**src/logic/battle_consts.svh**
```systemverilog
`ifndef BATTLE_CONSTS_SVH
`define BATTLE_CONSTS_SVH

// host key codes
`define KEY_W     8'h1A
`define KEY_A     8'h04
`define KEY_S     8'h16
`define KEY_D     8'h07
`define KEY_ENTER 8'h28

// apb register map
`define REG_CTRL   5'h00
`define REG_TEAM   5'h04
`define REG_KEY    5'h08
`define REG_STATUS 5'h0C
`define REG_HP     5'h10

`define BAR_HEIGHT 4

// stat formula, value = base + step * index
`define HP_BASE  40
`define HP_STEP  8
`define ATK_BASE 10
`define ATK_STEP 3
`define DEF_BASE 6
`define DEF_STEP 2
`define POW_BASE 6
`define POW_STEP 4

`endif

```
**src/logic/battle_pkg.sv**
```systemverilog
`default_nettype none

package battle_pkg;

  typedef logic [2:0] species_t;

  // slot 0 sits in the low bits
  typedef struct packed {
    species_t s2;
    species_t s1;
    species_t s0;
  } team_t;

  typedef struct packed {
    logic [7:0]      max_hp;
    logic [7:0]      atk;
    logic [7:0]      def;
    logic [7:0]      speed;
    logic [3:0][2:0] moves;
  } mon_stats_t;

  typedef struct packed {
    logic [7:0] power;
  } move_stats_t;

  typedef enum logic [2:0] {
    st_idle,
    st_load,
    st_select,
    st_first_strike,
    st_second_strike,
    st_end_turn,
    st_win,
    st_lose
  } battle_state_e;

  // result is 1 for a player win
  typedef struct packed {
    battle_state_e state;
    logic          done;
    logic          result;
    logic [1:0]    cur_mon;
    logic [1:0]    opp_mon;
    logic [1:0]    move_index;
  } battle_status_t;

endpackage

`default_nettype wire

```
**src/logic/video_pkg.sv**
```systemverilog
`default_nettype none

package video_pkg;

  // current beam position from the display timing
  typedef struct packed {
    logic [9:0] x;
    logic [9:0] y;
  } beam_pos_t;

  typedef struct packed {
    logic [7:0] r;
    logic [7:0] g;
    logic [7:0] b;
    logic       on;
  } bar_pixel_t;

endpackage

`default_nettype wire

```
**src/logic/battle_apb_regs.sv**
```systemverilog
`default_nettype none

`include "battle_consts.svh"

module battle_apb_regs (
  input  logic                       Clk,
  input  logic                       rst_n,
  input  logic                       psel,
  input  logic                       penable,
  input  logic                       pwrite,
  input  logic [4:0]                 paddr,
  input  logic [31:0]                pwdata,
  output logic [31:0]                prdata,
  output logic                       pready,
  output logic                       pslverr,
  output logic                       start,
  output logic                       key_valid,
  output logic [7:0]                 keycode,
  output battle_pkg::team_t          player_team,
  output battle_pkg::team_t          enemy_team,
  input  battle_pkg::battle_status_t status,
  input  logic [7:0]                 player_hp,
  input  logic [7:0]                 enemy_hp
);

  logic wr;
  logic mapped;

  assign wr     = psel && penable && pwrite;
  assign mapped = (paddr == `REG_CTRL) || (paddr == `REG_TEAM) || (paddr == `REG_KEY) ||
                  (paddr == `REG_STATUS) || (paddr == `REG_HP);

  // zero wait states
  assign pready  = 1'b1;
  assign pslverr = psel && penable && !mapped;

  always_comb
  begin
    case (paddr)
      `REG_TEAM:   prdata = {7'd0, enemy_team, 7'd0, player_team};
      `REG_KEY:    prdata = {24'd0, keycode};
      `REG_STATUS: prdata = {21'd0, status};
      `REG_HP:     prdata = {16'd0, enemy_hp, player_hp};
      default:     prdata = 32'd0;
    endcase
  end

  always_ff @(posedge Clk)
  begin
    if (!rst_n)
    begin
      start       <= 1'b0;
      key_valid   <= 1'b0;
      keycode     <= 8'd0;
      player_team <= '0;
      enemy_team  <= '0;
    end
    else
    begin
      // ctrl and key writes become single cycle strobes
      start     <= wr && (paddr == `REG_CTRL) && pwdata[0];
      key_valid <= wr && (paddr == `REG_KEY);
      if (wr && paddr == `REG_KEY)
        keycode <= pwdata[7:0];
      if (wr && paddr == `REG_TEAM)
      begin
        player_team <= pwdata[8:0];
        enemy_team  <= pwdata[24:16];
      end
    end
  end

  a_penable_in_psel: assert property (@(posedge Clk) disable iff (!rst_n)
    penable |-> psel);

endmodule

`default_nettype wire

```
**src/logic/battle_fsm.sv**
```systemverilog
`default_nettype none

`include "battle_consts.svh"

module battle_fsm (
  input  logic                       Clk,
  input  logic                       rst_n,
  input  logic                       start,
  input  logic                       key_valid,
  input  logic [7:0]                 keycode,
  input  battle_pkg::team_t          player_team,
  input  battle_pkg::team_t          enemy_team,
  output battle_pkg::species_t       species_a,
  output battle_pkg::species_t       species_b,
  output logic [2:0]                 move_a,
  output logic [2:0]                 move_b,
  input  battle_pkg::mon_stats_t     stats_a,
  input  battle_pkg::mon_stats_t     stats_b,
  input  battle_pkg::move_stats_t    move_stats_a,
  input  battle_pkg::move_stats_t    move_stats_b,
  input  logic [7:0]                 damage,
  output battle_pkg::mon_stats_t     attacker,
  output battle_pkg::mon_stats_t     defender,
  output logic [7:0]                 power,
  output battle_pkg::battle_status_t status,
  output logic [7:0]                 player_hp,
  output logic [7:0]                 enemy_hp,
  output logic [7:0]                 player_max_hp,
  output logic [7:0]                 enemy_max_hp
);

  battle_pkg::battle_state_e state;
  battle_pkg::battle_state_e next_state;
  logic [7:0] hp_p [3];
  logic [7:0] hp_e [3];
  logic [7:0] max_p [3];
  logic [7:0] max_e [3];
  logic [1:0] cur_mon;
  logic [1:0] opp_mon;
  logic [1:0] move_index;
  logic [1:0] load_cnt;
  logic [7:0] turn;
  logic       done;
  logic       result;
  logic       strike;
  logic       player_strikes;
  logic       attacker_alive;
  logic [1:0] p_next;
  logic [1:0] e_next;
  logic       p_out;
  logic       e_out;

  function automatic battle_pkg::species_t slot_of(battle_pkg::team_t t, logic [1:0] i);
    case (i)
      2'd1:    return t.s1;
      2'd2:    return t.s2;
      default: return t.s0;
    endcase
  endfunction

  // next living slot after cur, 3 when none is left
  function automatic logic [1:0] next_living(logic [7:0] hp [3], logic [1:0] cur);
    logic [1:0] nxt;
    nxt = 2'd3;
    for (int i = 2; i >= 0; i--)
    begin
      if (i > int'(cur) && hp[i] != 8'd0)
        nxt = 2'(i);
    end
    return nxt;
  endfunction

  // during load the table walks the team slots
  assign species_a = slot_of(player_team, (state == battle_pkg::st_load) ? load_cnt : cur_mon);
  assign species_b = slot_of(enemy_team, (state == battle_pkg::st_load) ? load_cnt : opp_mon);
  assign move_a    = stats_a.moves[move_index];
  // enemy cycles through its slots by turn
  assign move_b    = stats_b.moves[turn[1:0]];

  // tie on speed goes to the enemy
  assign strike = (state == battle_pkg::st_first_strike) ||
                  (state == battle_pkg::st_second_strike);
  assign player_strikes = (state == battle_pkg::st_first_strike) ?
                          (stats_a.speed > stats_b.speed) : (stats_a.speed <= stats_b.speed);
  assign attacker = player_strikes ? stats_a : stats_b;
  assign defender = player_strikes ? stats_b : stats_a;
  assign power    = player_strikes ? move_stats_a.power : move_stats_b.power;
  assign attacker_alive = player_strikes ? (hp_p[cur_mon] != 8'd0) : (hp_e[opp_mon] != 8'd0);

  assign p_next = next_living(hp_p, cur_mon);
  assign e_next = next_living(hp_e, opp_mon);
  assign p_out  = (hp_p[cur_mon] == 8'd0) && (p_next == 2'd3);
  assign e_out  = (hp_e[opp_mon] == 8'd0) && (e_next == 2'd3);

  always_comb
  begin
    next_state = state;
    case (state)
      battle_pkg::st_idle:
        if (start)
          next_state = battle_pkg::st_load;
      battle_pkg::st_load:
        if (load_cnt == 2'd2)
          next_state = battle_pkg::st_select;
      battle_pkg::st_select:
        if (key_valid && keycode == `KEY_ENTER)
          next_state = battle_pkg::st_first_strike;
      battle_pkg::st_first_strike:
        next_state = battle_pkg::st_second_strike;
      battle_pkg::st_second_strike:
        next_state = battle_pkg::st_end_turn;
      battle_pkg::st_end_turn:
      begin
        // player loss wins the tie
        if (p_out)
          next_state = battle_pkg::st_lose;
        else if (e_out)
          next_state = battle_pkg::st_win;
        else
          next_state = battle_pkg::st_select;
      end
      default:
        next_state = battle_pkg::st_idle;
    endcase
  end

  always_ff @(posedge Clk)
  begin
    if (!rst_n)
    begin
      state      <= battle_pkg::st_idle;
      cur_mon    <= 2'd0;
      opp_mon    <= 2'd0;
      move_index <= 2'd0;
      load_cnt   <= 2'd0;
      turn       <= 8'd0;
      done       <= 1'b0;
      result     <= 1'b0;
      for (int i = 0; i < 3; i++)
      begin
        hp_p[i]  <= 8'd0;
        hp_e[i]  <= 8'd0;
        max_p[i] <= 8'd0;
        max_e[i] <= 8'd0;
      end
    end
    else
    begin
      state <= next_state;
      case (state)
        battle_pkg::st_idle:
          if (start)
          begin
            done       <= 1'b0;
            result     <= 1'b0;
            load_cnt   <= 2'd0;
            cur_mon    <= 2'd0;
            opp_mon    <= 2'd0;
            move_index <= 2'd0;
            turn       <= 8'd0;
          end
        battle_pkg::st_load:
        begin
          hp_p[load_cnt]  <= stats_a.max_hp;
          max_p[load_cnt] <= stats_a.max_hp;
          hp_e[load_cnt]  <= stats_b.max_hp;
          max_e[load_cnt] <= stats_b.max_hp;
          load_cnt        <= load_cnt + 2'd1;
        end
        battle_pkg::st_select:
          if (key_valid)
          begin
            // cursor on a 2x2 grid, bit 1 is the row
            case (keycode)
              `KEY_W: if (move_index[1])  move_index <= move_index - 2'd2;
              `KEY_S: if (!move_index[1]) move_index <= move_index + 2'd2;
              `KEY_A: if (move_index[0])  move_index <= move_index - 2'd1;
              `KEY_D: if (!move_index[0]) move_index <= move_index + 2'd1;
              default: ;
            endcase
          end
        battle_pkg::st_first_strike, battle_pkg::st_second_strike:
          if (attacker_alive)
          begin
            if (player_strikes)
              hp_e[opp_mon] <= (damage >= hp_e[opp_mon]) ? 8'd0 : hp_e[opp_mon] - damage;
            else
              hp_p[cur_mon] <= (damage >= hp_p[cur_mon]) ? 8'd0 : hp_p[cur_mon] - damage;
          end
        battle_pkg::st_end_turn:
        begin
          turn <= turn + 8'd1;
          if (hp_p[cur_mon] == 8'd0 && p_next != 2'd3)
            cur_mon <= p_next;
          if (hp_e[opp_mon] == 8'd0 && e_next != 2'd3)
            opp_mon <= e_next;
        end
        battle_pkg::st_win:
        begin
          done   <= 1'b1;
          result <= 1'b1;
        end
        battle_pkg::st_lose:
        begin
          done   <= 1'b1;
          result <= 1'b0;
        end
        default: ;
      endcase
    end
  end

  assign status.state      = state;
  assign status.done       = done;
  assign status.result     = result;
  assign status.cur_mon    = cur_mon;
  assign status.opp_mon    = opp_mon;
  assign status.move_index = move_index;

  assign player_hp     = hp_p[cur_mon];
  assign enemy_hp      = hp_e[opp_mon];
  assign player_max_hp = max_p[cur_mon];
  assign enemy_max_hp  = max_e[opp_mon];

  // hp only grows when a team is loaded
  for (genvar g = 0; g < 3; g++)
  begin : g_hp_check
    a_hp_no_rise: assert property (@(posedge Clk) disable iff (!rst_n)
      state != battle_pkg::st_load |=>
        (hp_p[g] <= $past(hp_p[g])) && (hp_e[g] <= $past(hp_e[g])));
  end

  a_damage_nonzero: assert property (@(posedge Clk) disable iff (!rst_n)
    strike |-> damage != 8'd0);

endmodule

`default_nettype wire

```
**src/logic/battle_info.sv**
```systemverilog
`default_nettype none

`include "battle_consts.svh"

module battle_info #(
  parameter int X0 = 0,
  parameter int Y0 = 0
) (
  input  logic                  Clk,
  input  logic                  rst_n,
  input  video_pkg::beam_pos_t  beam,
  input  logic [7:0]            cur_hp,
  input  logic [7:0]            max_hp,
  output video_pkg::bar_pixel_t pixel
);

  logic [10:0] bx;
  logic [10:0] by;
  logic [10:0] fill_end;
  logic [10:0] frame_end;
  logic        in_rows;
  logic        in_fill;
  logic        in_frame;
  video_pkg::bar_pixel_t next_pixel;

  assign bx = {1'b0, beam.x};
  assign by = {1'b0, beam.y};

  // one column per 4 hp, end columns exclusive
  assign fill_end  = 11'(X0) + {5'd0, cur_hp[7:2]};
  assign frame_end = 11'(X0) + {5'd0, max_hp[7:2]};

  assign in_rows  = (by >= 11'(Y0)) && (by < 11'(Y0 + `BAR_HEIGHT));
  assign in_fill  = in_rows && (bx >= 11'(X0)) && (bx < fill_end);
  assign in_frame = in_rows && (bx >= 11'(X0)) && (bx < frame_end);

  always_comb
  begin
    next_pixel = '0;
    if (in_fill)
    begin
      next_pixel.on = 1'b1;
      if ({cur_hp, 1'b0} > {1'b0, max_hp})
        next_pixel.g = 8'hFF;
      else if ({cur_hp, 2'b00} > {2'b00, max_hp})
      begin
        next_pixel.r = 8'hFF;
        next_pixel.g = 8'hFF;
      end
      else
        next_pixel.r = 8'hFF;
    end
    else if (in_frame)
    begin
      // lost hp shows as gray
      next_pixel = '{r: 8'h80, g: 8'h80, b: 8'h80, on: 1'b1};
    end
  end

  always_ff @(posedge Clk)
  begin
    if (!rst_n)
      pixel <= '0;
    else
      pixel <= next_pixel;
  end

endmodule

`default_nettype wire

```
**src/logic/battle_top.sv**
```systemverilog
`default_nettype none

module battle_top (
  input  logic                  Clk,
  input  logic                  rst_n,
  input  logic                  psel,
  input  logic                  penable,
  input  logic                  pwrite,
  input  logic [4:0]            paddr,
  input  logic [31:0]           pwdata,
  output logic [31:0]           prdata,
  output logic                  pready,
  output logic                  pslverr,
  input  video_pkg::beam_pos_t  beam,
  output video_pkg::bar_pixel_t bar_pixel
);

  logic                       start;
  logic                       key_valid;
  logic [7:0]                 keycode;
  battle_pkg::team_t          player_team;
  battle_pkg::team_t          enemy_team;
  battle_pkg::battle_status_t status;
  logic [7:0]                 player_hp;
  logic [7:0]                 enemy_hp;
  logic [7:0]                 player_max_hp;
  logic [7:0]                 enemy_max_hp;
  battle_pkg::species_t       species_a;
  battle_pkg::species_t       species_b;
  logic [2:0]                 move_a;
  logic [2:0]                 move_b;
  battle_pkg::mon_stats_t     stats_a;
  battle_pkg::mon_stats_t     stats_b;
  battle_pkg::move_stats_t    move_stats_a;
  battle_pkg::move_stats_t    move_stats_b;
  battle_pkg::mon_stats_t     attacker;
  battle_pkg::mon_stats_t     defender;
  logic [7:0]                 power;
  logic [7:0]                 damage;
  video_pkg::bar_pixel_t      player_pixel;
  video_pkg::bar_pixel_t      enemy_pixel;

  battle_apb_regs regs_inst (
    .Clk, .rst_n, .psel, .penable, .pwrite, .paddr, .pwdata, .prdata, .pready, .pslverr,
    .start, .key_valid, .keycode, .player_team, .enemy_team,
    .status, .player_hp, .enemy_hp
  );

  battle_fsm fsm_inst (
    .Clk, .rst_n, .start, .key_valid, .keycode, .player_team, .enemy_team,
    .species_a, .species_b, .move_a, .move_b,
    .stats_a, .stats_b, .move_stats_a, .move_stats_b, .damage,
    .attacker, .defender, .power,
    .status, .player_hp, .enemy_hp, .player_max_hp, .enemy_max_hp
  );

  stats_rom rom_inst (
    .species_a, .species_b, .move_a, .move_b,
    .stats_a, .stats_b, .move_stats_a, .move_stats_b
  );

  damage_calc calc_inst (
    .attacker, .defender, .power, .damage
  );

  battle_info #(.X0(240), .Y0(140)) player_info_inst (
    .Clk, .rst_n, .beam, .cur_hp(player_hp), .max_hp(player_max_hp), .pixel(player_pixel)
  );

  battle_info #(.X0(90), .Y0(280)) enemy_info_inst (
    .Clk, .rst_n, .beam, .cur_hp(enemy_hp), .max_hp(enemy_max_hp), .pixel(enemy_pixel)
  );

  // player bar drawn on top
  assign bar_pixel = player_pixel.on ? player_pixel : enemy_pixel;

endmodule

`default_nettype wire

```
**src/logic/damage_calc.sv**
```systemverilog
`default_nettype none

module damage_calc (
  input  battle_pkg::mon_stats_t attacker,
  input  battle_pkg::mon_stats_t defender,
  input  logic [7:0]             power,
  output logic [7:0]             damage
);

  // wide enough for 255 + 255 - 255 and for negatives
  logic signed [10:0] raw;

  assign raw = $signed({3'd0, power}) + $signed({3'd0, attacker.atk})
             - $signed({3'd0, defender.def});

  always_comb
  begin
    if (raw < 11'sd1)
    begin
      // every hit does at least one point
      damage = 8'd1;
    end
    else if (raw > 11'sd255)
    begin
      damage = 8'd255;
    end
    else
    begin
      damage = raw[7:0];
    end
  end

endmodule

`default_nettype wire

```
**src/logic/stats_rom.sv**
```systemverilog
`default_nettype none

`include "battle_consts.svh"

module stats_rom (
  input  battle_pkg::species_t    species_a,
  input  battle_pkg::species_t    species_b,
  input  logic [2:0]              move_a,
  input  logic [2:0]              move_b,
  output battle_pkg::mon_stats_t  stats_a,
  output battle_pkg::mon_stats_t  stats_b,
  output battle_pkg::move_stats_t move_stats_a,
  output battle_pkg::move_stats_t move_stats_b
);

  function automatic battle_pkg::mon_stats_t species_stats(battle_pkg::species_t n);
    battle_pkg::mon_stats_t s;
    s.max_hp = 8'(`HP_BASE + `HP_STEP * n);
    s.atk    = 8'(`ATK_BASE + `ATK_STEP * n);
    s.def    = 8'(`DEF_BASE + `DEF_STEP * n);
    // speed is 7n mod 8, so it scrambles the order
    s.speed  = {5'd0, 3'(7 * n)};
    for (int k = 0; k < 4; k++)
    begin
      // wraps mod 8
      s.moves[k] = 3'(n + k);
    end
    return s;
  endfunction

  function automatic battle_pkg::move_stats_t move_stats(logic [2:0] m);
    battle_pkg::move_stats_t ms;
    ms.power = 8'(`POW_BASE + `POW_STEP * m);
    return ms;
  endfunction

  // player side on port a, enemy side on port b
  always_comb
  begin
    stats_a      = species_stats(species_a);
    stats_b      = species_stats(species_b);
    move_stats_a = move_stats(move_a);
    move_stats_b = move_stats(move_b);
  end

endmodule

`default_nettype wire

```
**config.mk**
```make
export PLATFORM = sky130hd
export DESIGN_NAME = battle_top
export DESIGN_NICKNAME = d
export VERILOG_FILES = /design/src/logic/battle_pkg.sv /design/src/logic/video_pkg.sv /design/src/logic/battle_apb_regs.sv /design/src/logic/battle_fsm.sv /design/src/logic/battle_info.sv /design/src/logic/battle_top.sv /design/src/logic/damage_calc.sv /design/src/logic/stats_rom.sv
export VERILOG_INCLUDE_DIRS = /design/src /design/src/logic
export SDC_FILE = /design/constraint.sdc
export NUM_CORES = 1
export LEC_CHECK = 0
export ABC_CLOCK_PERIOD_IN_PS = 11900
export BUFFER_PORTS_ARGS = -buffer_cell sky130_fd_sc_hd__buf_2
export CAP_MARGIN = 20
export CORE_MARGIN = 10
export CORE_UTILIZATION = 60
export DETAILED_ROUTE_END_ITERATION = 10
export GPL_ROUTABILITY_DRIVEN = 1
export PLACE_DENSITY_LB_ADDON = 0.12
export REMOVE_ABC_BUFFERS = 1
export SLEW_MARGIN = 15
export SYNTH_ARGS = -nofsm -noshare
export SYNTH_HDL_FRONTEND = slang
export SYNTH_SLANG_ARGS = --single-unit
export TNS_END_PERCENT = 20
```
**constraint.sdc**
```tcl
create_clock -name Clk -period 11.9 [get_ports Clk]
set_input_delay 1.785 -clock Clk [delete_from_list [all_inputs] [get_ports Clk]]
set_output_delay 1.785 -clock Clk [all_outputs]
set_load 0.005 [all_outputs]
```
==> results of run 1 <==
[cells in the mapped netlist (21+ instances only)]
| cell type | n |
|---|---|
| edfxtp_1 | 32 |
| a21oi_1 | 81 |
| dfxtp_1 | 107 |
| nor2b_1 | 21 |
| nor2_1 | 100 |
| o22ai_1 | 26 |
| o21ai_0 | 63 |
| ha_1 | 100 |
| a22oi_1 | 21 |
| nand2_1 | 104 |
| mux2i_1 | 27 |
| clkbuf_1 | 29 |
| buf_4 | 28 |
| inv_1 | 92 |
[report_power, final]
group | total [mW] | leakage (nW) | internal [mW] | switching (mW)
sequential | 0.486 | 1.16 | 0.485 | 0.00102
combinational | 0.0734 | 3.49 | 0.0274 | 0.0460
clock | 0.545 | 0.293 | 0.323 | 0.222
total | 1.10 | 4.95 | 0.835 | 0.269
[flip-flops by register name, indices dropped and copies added, names as in the netlist, named ones only]
signal / count
fsm_inst.hp_e: 24
fsm_inst.hp_p: 24
fsm_inst.max_e: 16
fsm_inst.max_p: 16
regs_inst.enemy_team: 9
regs_inst.player_team: 9
regs_inst.keycode: 8
enemy_info_inst.pixel: 6
player_info_inst.pixel: 6
fsm_inst.state: 3
fsm_inst.cur_mon: 2
fsm_inst.load_cnt: 2
fsm_inst.move_index: 2
fsm_inst.opp_mon: 2
fsm_inst.turn: 2
fsm_inst.done: 1
fsm_inst.result: 1
regs_inst.key_valid: 1
regs_inst.start: 1
[final cells by class]
type | instances | share of cell area [%]
clock buffers | 21 | 4.06
clock inverters | 11 | 1.17
inverters | 92 | 3.04
multi-input cells | 912 | 57.2
flip-flops and latches | 139 | 27.3
well taps | 220 | 2.43
repair buffers | 101 | 4.72
[logic make-up after synthesis]
family / count (synthesis) / synth area share (%)
compound gates: 336 / 22.5
xor+xnor: 28 / 2.51
fa+ha+maj: 104 / 12.9
buf+inv: 166 / 7.52
flops: 139 / 30.1
mux: 52 / 6.23
other cells: 2 / 0.0728
simple gates: 377 / 18.1
[worst max-delay path, delay by kind of cell, from the launching register on]
kind	cells	cell delay, ps
xor+xnor	1	330
flops	1	440
simple gates	10	2840
buf+inv	6	720
compound gates	14	4030
fa+ha+maj	7	2410
[metal layers]
metal	vias up	share of wire (%)	global-route usage [%]
met5	-	0	0.454
met4	0	4.0	11.4
met3	94	8.9	5.94
met2	449	46	42.6
met1	4395	41	32.9
li1	4476	-	-
[final timing paths]
kind / startpoint / end / slack, ps / cells after the start
worst max-delay path: fsm_inst.state[2] / fsm_inst.hp_p[20] / 980 / 38
worst max register to register: fsm_inst.state[2] / fsm_inst.hp_p[20] / 980 / 38
worst min register to register: fsm_inst.hp_p[17] / fsm_inst.hp_p[17] / 460 / 2
worst min-delay path: fsm_inst.hp_p[17] / fsm_inst.hp_p[17] / 460 / 2
[per-stage QoR]
stage	cell area, µm²	total power [mW]	util, %	setup slack [ps]	std cells
4_1_cts	11300	1.10	67.8	1130	1494
5_1_grt	11300	1.13	68.0	201	1496
2_1_floorplan	9930	0.538	-	2270	1143
3_5_place_dp	10700	0.567	64.3	1340	1462
6_report	11300	1.10	68.0	977	1496
3_3_place_gp	10700	0.566	64.3	1560	1462
==> results.md, run 1 <==
* Status: finished clean
* CTS Sinks at 139
* Hold WS at 456 ps
* Fin Setup TNS at 0 ps
* Leak at 4.95 nW
* Register Area at ~3100 µm²
* Clock Latency Late Sink at 430 ps
* H-tree depth at 4
* Initial antenna violation count at 0
* Antenna cells at 0
* Row cnt at 47
* Asr flop ratio synth at 0%
* Synth top area cells: dfxtp_1 (21%), ha_1 (12%), edfxtp_1 (9.3%)
* TritonCTS buffer count at 17
* Skew final at 14.0 ps
* Die Height at 151 µm
* IO Pins at between 100 and 150
* CTS tree: built
* Ys flop type: dfxtp_1
* First-pass GRT wire length at 47,600 µm
* Crit path largest cell delay at ~750 ps
* Register bit total from synthesis at 139
* Cells after Synth at 1,204
* Crit path DAT at around 11,000 ps
* Layout cells sized above 1 at 13.9%
* Commonest non-fill, non-tap cell in the layout: dfxtp_1
* Via-to-Cell Ratio at 6.29
* Fmax at just over 90 MHz
* Seq/Total Area, Yosys at 30.1%
* Core Box Area at 16,700 µm²
* Max Transition Viols Final at 0
* Distinct cells, synth at 86
* Vias in the first global route at 9,054
* Gr usage total at between 20% and 30%
* Pin slew with the least headroom to its limit at 974 ps
* Synth warnings at 0
* Hold WC Path Type: register to register
* Final nets at 1,429
* Total grt overflow at 0
* WL per Instance at 20.0 µm
* Number of I/O port buffers at 89
* DRC at 0
* Post-synth EDFFs at 32
* Fillers at 1,396
* Max FO, Critical Path at 16
* Final Cycle Share at 91.8%
* DR vias at 9,414
* Gpl congestion at 0.950
* Reg clk slew, reported paths at 60 ps
* Min Tclk post-route at 10,920 ps
* RSZ-0062 raised after global routing: false
* DRT Pass-1 Iters at 5
* Die W at 151 µm
* Kind of critical path: register to register
* Post-Synthesis Cell Area at 10,300 µm²
* Slowest-stage cell, CP: nor2_1
* Worst-case clock buffer depth at 2
* Avg Cell Area, Syn at about 8.6 µm²
* PD cells at just under 100 nW/µm²
* Hold Violations, Final at 0
* Post-synth top area cell: dfxtp_1
* Most frequent cells in the layout: dfxtp_1 (107), nand2_1 (104), nor2_1 (100), ha_1 (100), inv_1 (91)
* Area of the multi-input gates at 6500 µm²
* Initial Utilization at 61.7%
* Slew headroom at about a third
* CTS Hold Bufs at 0
* Final-report setup violation count at 0
* Top-area cell type share of the netlist area at between 20% and 30%
* Synth-to-Final Area Change at 10.1%
* VDD IR max at 109 µV
* Startpoint types: register
* CP endpoint kind: register
* Post-Route WL at 29,900 µm
* Postcts setup bufs at 0
* 1st-iter DRT viols at 825
* Clk root buf: clkbuf_16
* Post-cts gate resize count at 0
* Number of max-cap violations at 0
* Worst endpoint required time at ~12,000 ps
* DP Wirelength at 22,800 µm
* Die area at between 20,000 and 25,000 µm²
* Largest net degree at the start of global routing at between 50 and 60
* Routed Antenna Nets at 0
Power figures use the tool's default switching activity.
==> inputs of run 2 (changes only) <==
--- a/config.mk
+++ b/config.mk
@@ -13,8 +13,8 @@
 export CORE_UTILIZATION = 60
 export DETAILED_ROUTE_END_ITERATION = 10
 export GPL_ROUTABILITY_DRIVEN = 1
+export HOLD_SLACK_MARGIN = 0.03
 export PLACE_DENSITY_LB_ADDON = 0.12
-export REMOVE_ABC_BUFFERS = 1
 export SLEW_MARGIN = 15
 export SYNTH_ARGS = -nofsm -noshare
 export SYNTH_HDL_FRONTEND = slang
==> results.md, run 2 (synthesis gave the netlist of run 1 again) <==
* 1st-iter DRT viols at 1,190 (+44%)
* Vias in the first global route at 8,640 (-4.6%)
* H-tree depth at 4 (unchanged)
* Worst r2r dst: fsm_inst.hp_p[4]
* CTS Sinks at 139 (unchanged)
* Reg clk slew, reported paths at 70 ps (about the same)
* Gr usage total at 25.8% (-0.47 points)
* TritonCTS buffer count at 17 (unchanged)
* HP Start: fsm_inst.hp_p[17]
* DRT Pass-1 Iters at 7 (+2)
* Reg2reg setup slack at 900 ps (-80 ps)
* Hold Violations, Final at 0 (unchanged)
* Startpoint types: register
* Number of max-cap violations at 0 (unchanged)
* Via-to-Cell Ratio at 6.32 (+0.39%)
* Post-Route WL at 30,400 µm (+1.5%)
* Antenna cells at 0 (unchanged)
* Crit path DAT at 11,330 ps (+120 ps)
* PD cells at 97.0 nW/µm² (-0.22%)
* Max Transition Viols Final at 0 (unchanged)
* Reg-to-Reg Start: fsm_inst.state[2]
* Number of I/O port buffers at 89 (unchanged)
* Clock Latency Late Sink at 430 ps (about the same)
* Pin slew with the least headroom to its limit at 1090 ps (+118 ps)
* Hold Path End: fsm_inst.hp_p[17]
* Most frequent cells in the layout: dfxtp_1 (107), nand2_1 (104), nor2_1 (100), ha_1 (100), inv_1 (92)
* DRC at 0 (unchanged)
* Largest net degree at the start of global routing at 46 (-13%)
* Kind of critical path: register to register
* Routed Antenna Nets at 0 (unchanged)
* Worst R2R Path Depth at 38 (unchanged)
* Post-cts gate resize count at 0 (unchanged)
* Final nets at 1,431 (+0.14%)
* Final-report setup violation count at 0 (unchanged)
* Min-Delay Path Depth at 2 (unchanged)
* Post-layout util at 68.0% (about the same)
* Final Cycle Share at 92.4% (+0.65 points)
* Fillers at 1,357 (-2.8%)
* IO Pins at 121 (unchanged)
* Final Power at 1.10 mW (-0.15%)
* DR vias at 9,463 (+0.52%)
* Postcts setup bufs at 0 (unchanged)
* Biggest regs: fsm_inst.hp_e: 24 flops, fsm_inst.hp_p: 24 flops
* Synth-to-Final Area Change at 10.2% (about the same)
* Crit path largest cell delay at 670 ps (-80 ps)
* Row cnt at 47 (unchanged)
* Total grt overflow at 0 (unchanged)
* Slowest-stage cell, CP: nor2_1
* Core Box Area at 16,700 µm² (unchanged)
* Slew headroom at 27.2% (-7.6 points)
* Fmax at 90.9 MHz (-0.70%)
* WL per Instance at 20.3 µm (+1.4%)
* Leak at 4.94 nW (about the same)
* DP Wirelength at 23,100 µm (+1.4%)
* Worst-case clock buffer depth at 2 (unchanged)
* CTS tree: built
* CP endpoint kind: register
* Clk root buf: clkbuf_16
* Initial antenna violation count at 0 (unchanged)
* Hold WC Path Type: register to register
* Fin Setup TNS at 0 ps (unchanged)
* CP startpoint: fsm_inst.state[2]
* RSZ-0062 raised after global routing: false
* Die area at 22,800 µm² (unchanged)
* Initial Utilization at 61.7% (unchanged)
* Skew final at 15.2 ps (+1.21 ps)
* VDD IR max at 101 µV (-7.1%)
* Die Height at 151 µm (unchanged)
* Max FO, Critical Path at 16 (unchanged)
* Worst endpoint required time at 12,230 ps (+40 ps)
* Gpl congestion at 0.957 (+0.72%)
* Die W at 151 µm (unchanged)
* Commonest non-fill, non-tap cell in the layout: dfxtp_1
* CTS Hold Bufs at 0 (unchanged)
* Min Tclk post-route at 11,000 ps (+77.0 ps)
* Status: finished clean
* First-pass GRT wire length at 46,500 µm (-2.2%)
* Layout cells sized above 1 at 14.2% (+0.21 points)
-- run 2: report_power, final --
group / internal [mW] / total [mW] / switching [mW] / leakage (nW)
Sequential: 0.484 / 0.485 / 0.00101 / 1.16
Combinational: 0.0274 / 0.0733 / 0.0459 / 3.50
Clock: 0.313 / 0.543 / 0.230 / 0.282
-- run 2: metal layers --
| layer | global-route usage, % | vias to the layer above | part of all wire [%] |
|---|---|---|---|
| met4 | 9.00 | 0 | 3.3 |
| met3 | 4.89 | 76 | 9.5 |
| li1 | - | 4482 | - |
| met1 | 33.8 | 4420 | 42 |
| met5 | 0 | - | 0 |
| met2 | 41.7 | 485 | 45 |
-- run 2: area by class of cell --
type                       instances  area (µm²)  share of cell area, %
multi-input combinational        912        6490                   57.2
sequential                       139        3100                   27.3
timing repair buffer             103         551                   4.85
clock buffer                      17         425                   3.75
inverter                          92         345                   3.04
tap                              220         275                   2.42
clock inverter                    15         166                   1.47
-- run 2: critical path, delay by kind of cell, from the launching register on --
kind | cells | cell delay [ps]
flip-flops | 1 | 460
buffers and inverters | 7 | 1120
AO/OA/AOI/OAI | 14 | 4120
AND/OR/NAND/NOR | 9 | 2640
adder cells (fa/ha/maj) | 7 | 2380
XOR/XNOR | 1 | 130
-- run 2: how the worst max path moves through the flow --
stage	slack (ps)	cells past startpoint	end
after floorplan	2670	43	fsm_inst.hp_p[4]
after global placement	1430	38	fsm_inst.hp_p[4]
final	900	38	fsm_inst.hp_p[4]
after CTS	1160	38	fsm_inst.hp_p[4]
after global routing	100	38	fsm_inst.hp_p[4]
after detailed placement	1270	38	fsm_inst.hp_p[4]
-- run 2: stage by stage --
step           setup WS [ps]  instances  hold slack (ps)  cell area [µm²]
3_5_place_dp            1270       1465              442            10800
2_1_floorplan           2670       1217              428            10400
4_1_cts                 1160       1497              452            11300
3_3_place_gp            1430       1465              436            10800
6_report                 900       1498              449            11400
5_1_grt                 96.0       1498              473            11400
==> inputs of run 3 (changes only) <==
--- a/config.mk
+++ b/config.mk
@@ -10,7 +10,9 @@
 export BUFFER_PORTS_ARGS = -buffer_cell sky130_fd_sc_hd__buf_2
 export CAP_MARGIN = 20
 export CORE_MARGIN = 10
-export CORE_UTILIZATION = 60
+export CORE_UTILIZATION = 61
+export CTS_BUF_LIST = sky130_fd_sc_hd__clkbuf_4
+export CTS_CLUSTER_SIZE = 24
 export DETAILED_ROUTE_END_ITERATION = 10
 export GPL_ROUTABILITY_DRIVEN = 1
 export HOLD_SLACK_MARGIN = 0.03
==> results.md, run 3 (synthesis gave the netlist of run 1 again) <==
* Gpl congestion at 0.927 (-3.2%)
* Met3 GRT Util at 6.67% (+1.8 points)
* Placed Instances at 1,461 (-0.27%)
* DP Wirelength at 23,300 µm (+1.1%)
* Initial Utilization at 62.2% (+0.44 points)
* Min Tclk post-route at 10,230 ps (-766 ps)
* CTS Hold Bufs at 0 (unchanged)
* Slew headroom at 32.9% (+5.6 points)
* VDD IR max at 53.6 µV (-47%)
* H-tree depth at 4 (unchanged)
* Crit path DAT at 10,740 ps (-590 ps)
* Hold WC Path Type: register to register
* Clk root buf: clkbuf_4
* Final instance area at 11,000 µm² (-2.9%)
* Via-to-Cell Ratio at 6.26 (-0.84%)
* Max Transition Viols Final at 0 (unchanged)
* Postcts setup bufs at 0 (unchanged)
* Global-route met2 utilization at 41.6% (-0.14 points)
* Final cell count without fillers at 1,496 (-0.13%)
* Pin slew with the least headroom to its limit at 1010 ps (-84.4 ps)
* Synth-to-Final Area Change at 6.99%
* Skew final at 20.4 ps (+5.20 ps)
* Final-report setup violation count at 0 (unchanged)
* Reg clk slew, reported paths at 130 ps (+60 ps)
* Leak at 4.80 nW (-3.0%)
* Max FO, Critical Path at 16 (unchanged)
* Final Power at 864 µW (-22%)
* Layout cells sized above 1 at 14.0% (-0.12 points)
* DRC at 0 (unchanged)
* Largest net degree at the start of global routing at 52 (+13%)
* Hold Violations, Final at 0 (unchanged)
* CTS Sinks at 139 (unchanged)
* Number of I/O port buffers at 89 (unchanged)
* Number of max-cap violations at 0 (unchanged)
* Placed inst area at 10,700 µm² (-0.28%)
* Fmax at 97.7 MHz (+7.5%)
* Die Height at 150 µm (-0.71%)
* WL per Instance at 20.1 µm (-0.83%)
* Clock Latency Late Sink at 600 ps (+170 ps)
* First-pass GRT wire length at 46,600 µm (+0.13%)
* PD cells at 78.3 nW/µm² (-19%)
* Worst endpoint required time at 12,400 ps (+170 ps)
* CTS tree: built
* IO Pins at 121 (unchanged)
* DRT Pass-1 Iters at 7 (unchanged)
* RSZ-0062 raised after global routing: false
* DR vias at 9,371 (-0.97%)
* CP endpoint kind: register
* Core Box Area at 16,600 µm² (-0.70%)
* Initial antenna violation count at 1 (+1)
* Crit path max-delay family: compound AO/OA/AOI/OAI gates
* Crit path largest cell delay at 670 ps (about the same)
* Routed Antenna Nets at 0 (unchanged)
* WP buf/inv at 4 (-3)
* Commonest non-fill, non-tap cell in the layout: dfxtp_1
* Gr usage total at 26.1% (+0.24 points)
* Fin Setup TNS at 0 ps (unchanged)
* Worst-case clock buffer depth at 2 (unchanged)
* Kind of critical path: register to register
* CP dominant cell by count: ha_1
* Final nets at 1,429 (-0.14%)
* Die W at 150 µm (-0.71%)
* Slowest-stage cell, CP: o21ai_0
* Post-Route WL at 30,100 µm (-0.96%)
* GR peak layer: met2
* Total grt overflow at 0 (unchanged)
* Post-cts gate resize count at 0 (unchanged)
* Hold WS at 474 ps (+25.7 ps)
* Status: finished clean
* Final Cycle Share at 86.0% (-6.4 points)
* Met1 GRT Util at 33.2% (-0.61 points)
* Startpoint types: register
* TritonCTS buffer count at 17 (unchanged)
* Biggest regs: fsm_inst.hp_e: 24 flops, fsm_inst.hp_p: 24 flops
* Row cnt at 47 (unchanged)
* 1st-iter DRT viols at 856 (-28%)
* Vias in the first global route at 8,703 (+0.73%)
* Die area at 22,500 µm² (-1.4%)
* Most frequent cells in the layout: dfxtp_1 (107), nand2_1 (104), nor2_1 (100), ha_1 (100), inv_1 (91)
-- run 3: cell types whose count changed in the layout (fill, tap and decap cells not counted), sizes merged --
cell / before / now
bufinv: 2 / 1
diode: 0 / 1
clkinvlp: 3 / 2
clkinv: 5 / 3
buf: 103 / 101
inv: 97 / 100
-- run 3: per-layer routing --
| metal | up-vias | wire length [µm] |
|---|---|---|
| met4 | 0 | 1090 |
| met3 | 98 | 2760 |
| li1 | 4466 | - |
| met5 | - | 0 |
| met1 | 4333 | 12800 |
| met2 | 474 | 13400 |
-- run 3: metrics by stage --
| step | utilization, % | worst slack, ps |
|---|---|---|
| floorplan | - | 2670 |
| global placement | 64.7 | 1590 |
| detailed placement | 64.7 | 1560 |
| CTS | 66.3 | 1490 |
| global route | 66.5 | 835 |
| finish | 66.5 | 1670 |
-- run 3: cell type report --
type | instances | area, µm²
diodes | 1 | 2.50
fillers | 1474 | 5550
multi-input cells | 912 | 6500
well taps | 220 | 275
clock buffers | 17 | 128
clock inverters | 14 | 134
flip-flops and latches | 139 | 3100
repair buffers | 101 | 543
inverters | 92 | 345
-- run 3: report_power, final --
part | switching (mW) | internal, mW
Sequential | 0.00101 | 0.484
Combinational | 0.0456 | 0.0276
Clock | 0.198 | 0.107
Total | 0.245 | 0.619
-- run 3: path summary, 6_finish.rpt --
kind | start | to | slack, ps | cells after the start
min | fsm_inst.hp_p[19] | fsm_inst.hp_p[19] | 470 | 2
min reg2reg | fsm_inst.hp_p[19] | fsm_inst.hp_p[19] | 470 | 2
max | fsm_inst.state[0] | fsm_inst.hp_p[4] | 1670 | 37
max reg2reg | fsm_inst.state[0] | fsm_inst.hp_p[4] | 1670 | 37
-- run 3: worst register-to-register path, delay by kind of cell, from the launching register on --
family,cells,cell delay (ps)
AOI/OAI and AO/OA,13,4020
adders and majority gates,8,2610
buffers and inverters,4,430
and+or+nand+nor,10,2090
muxes,1,270
DFF,1,560
xor gates and xnor gates,1,160
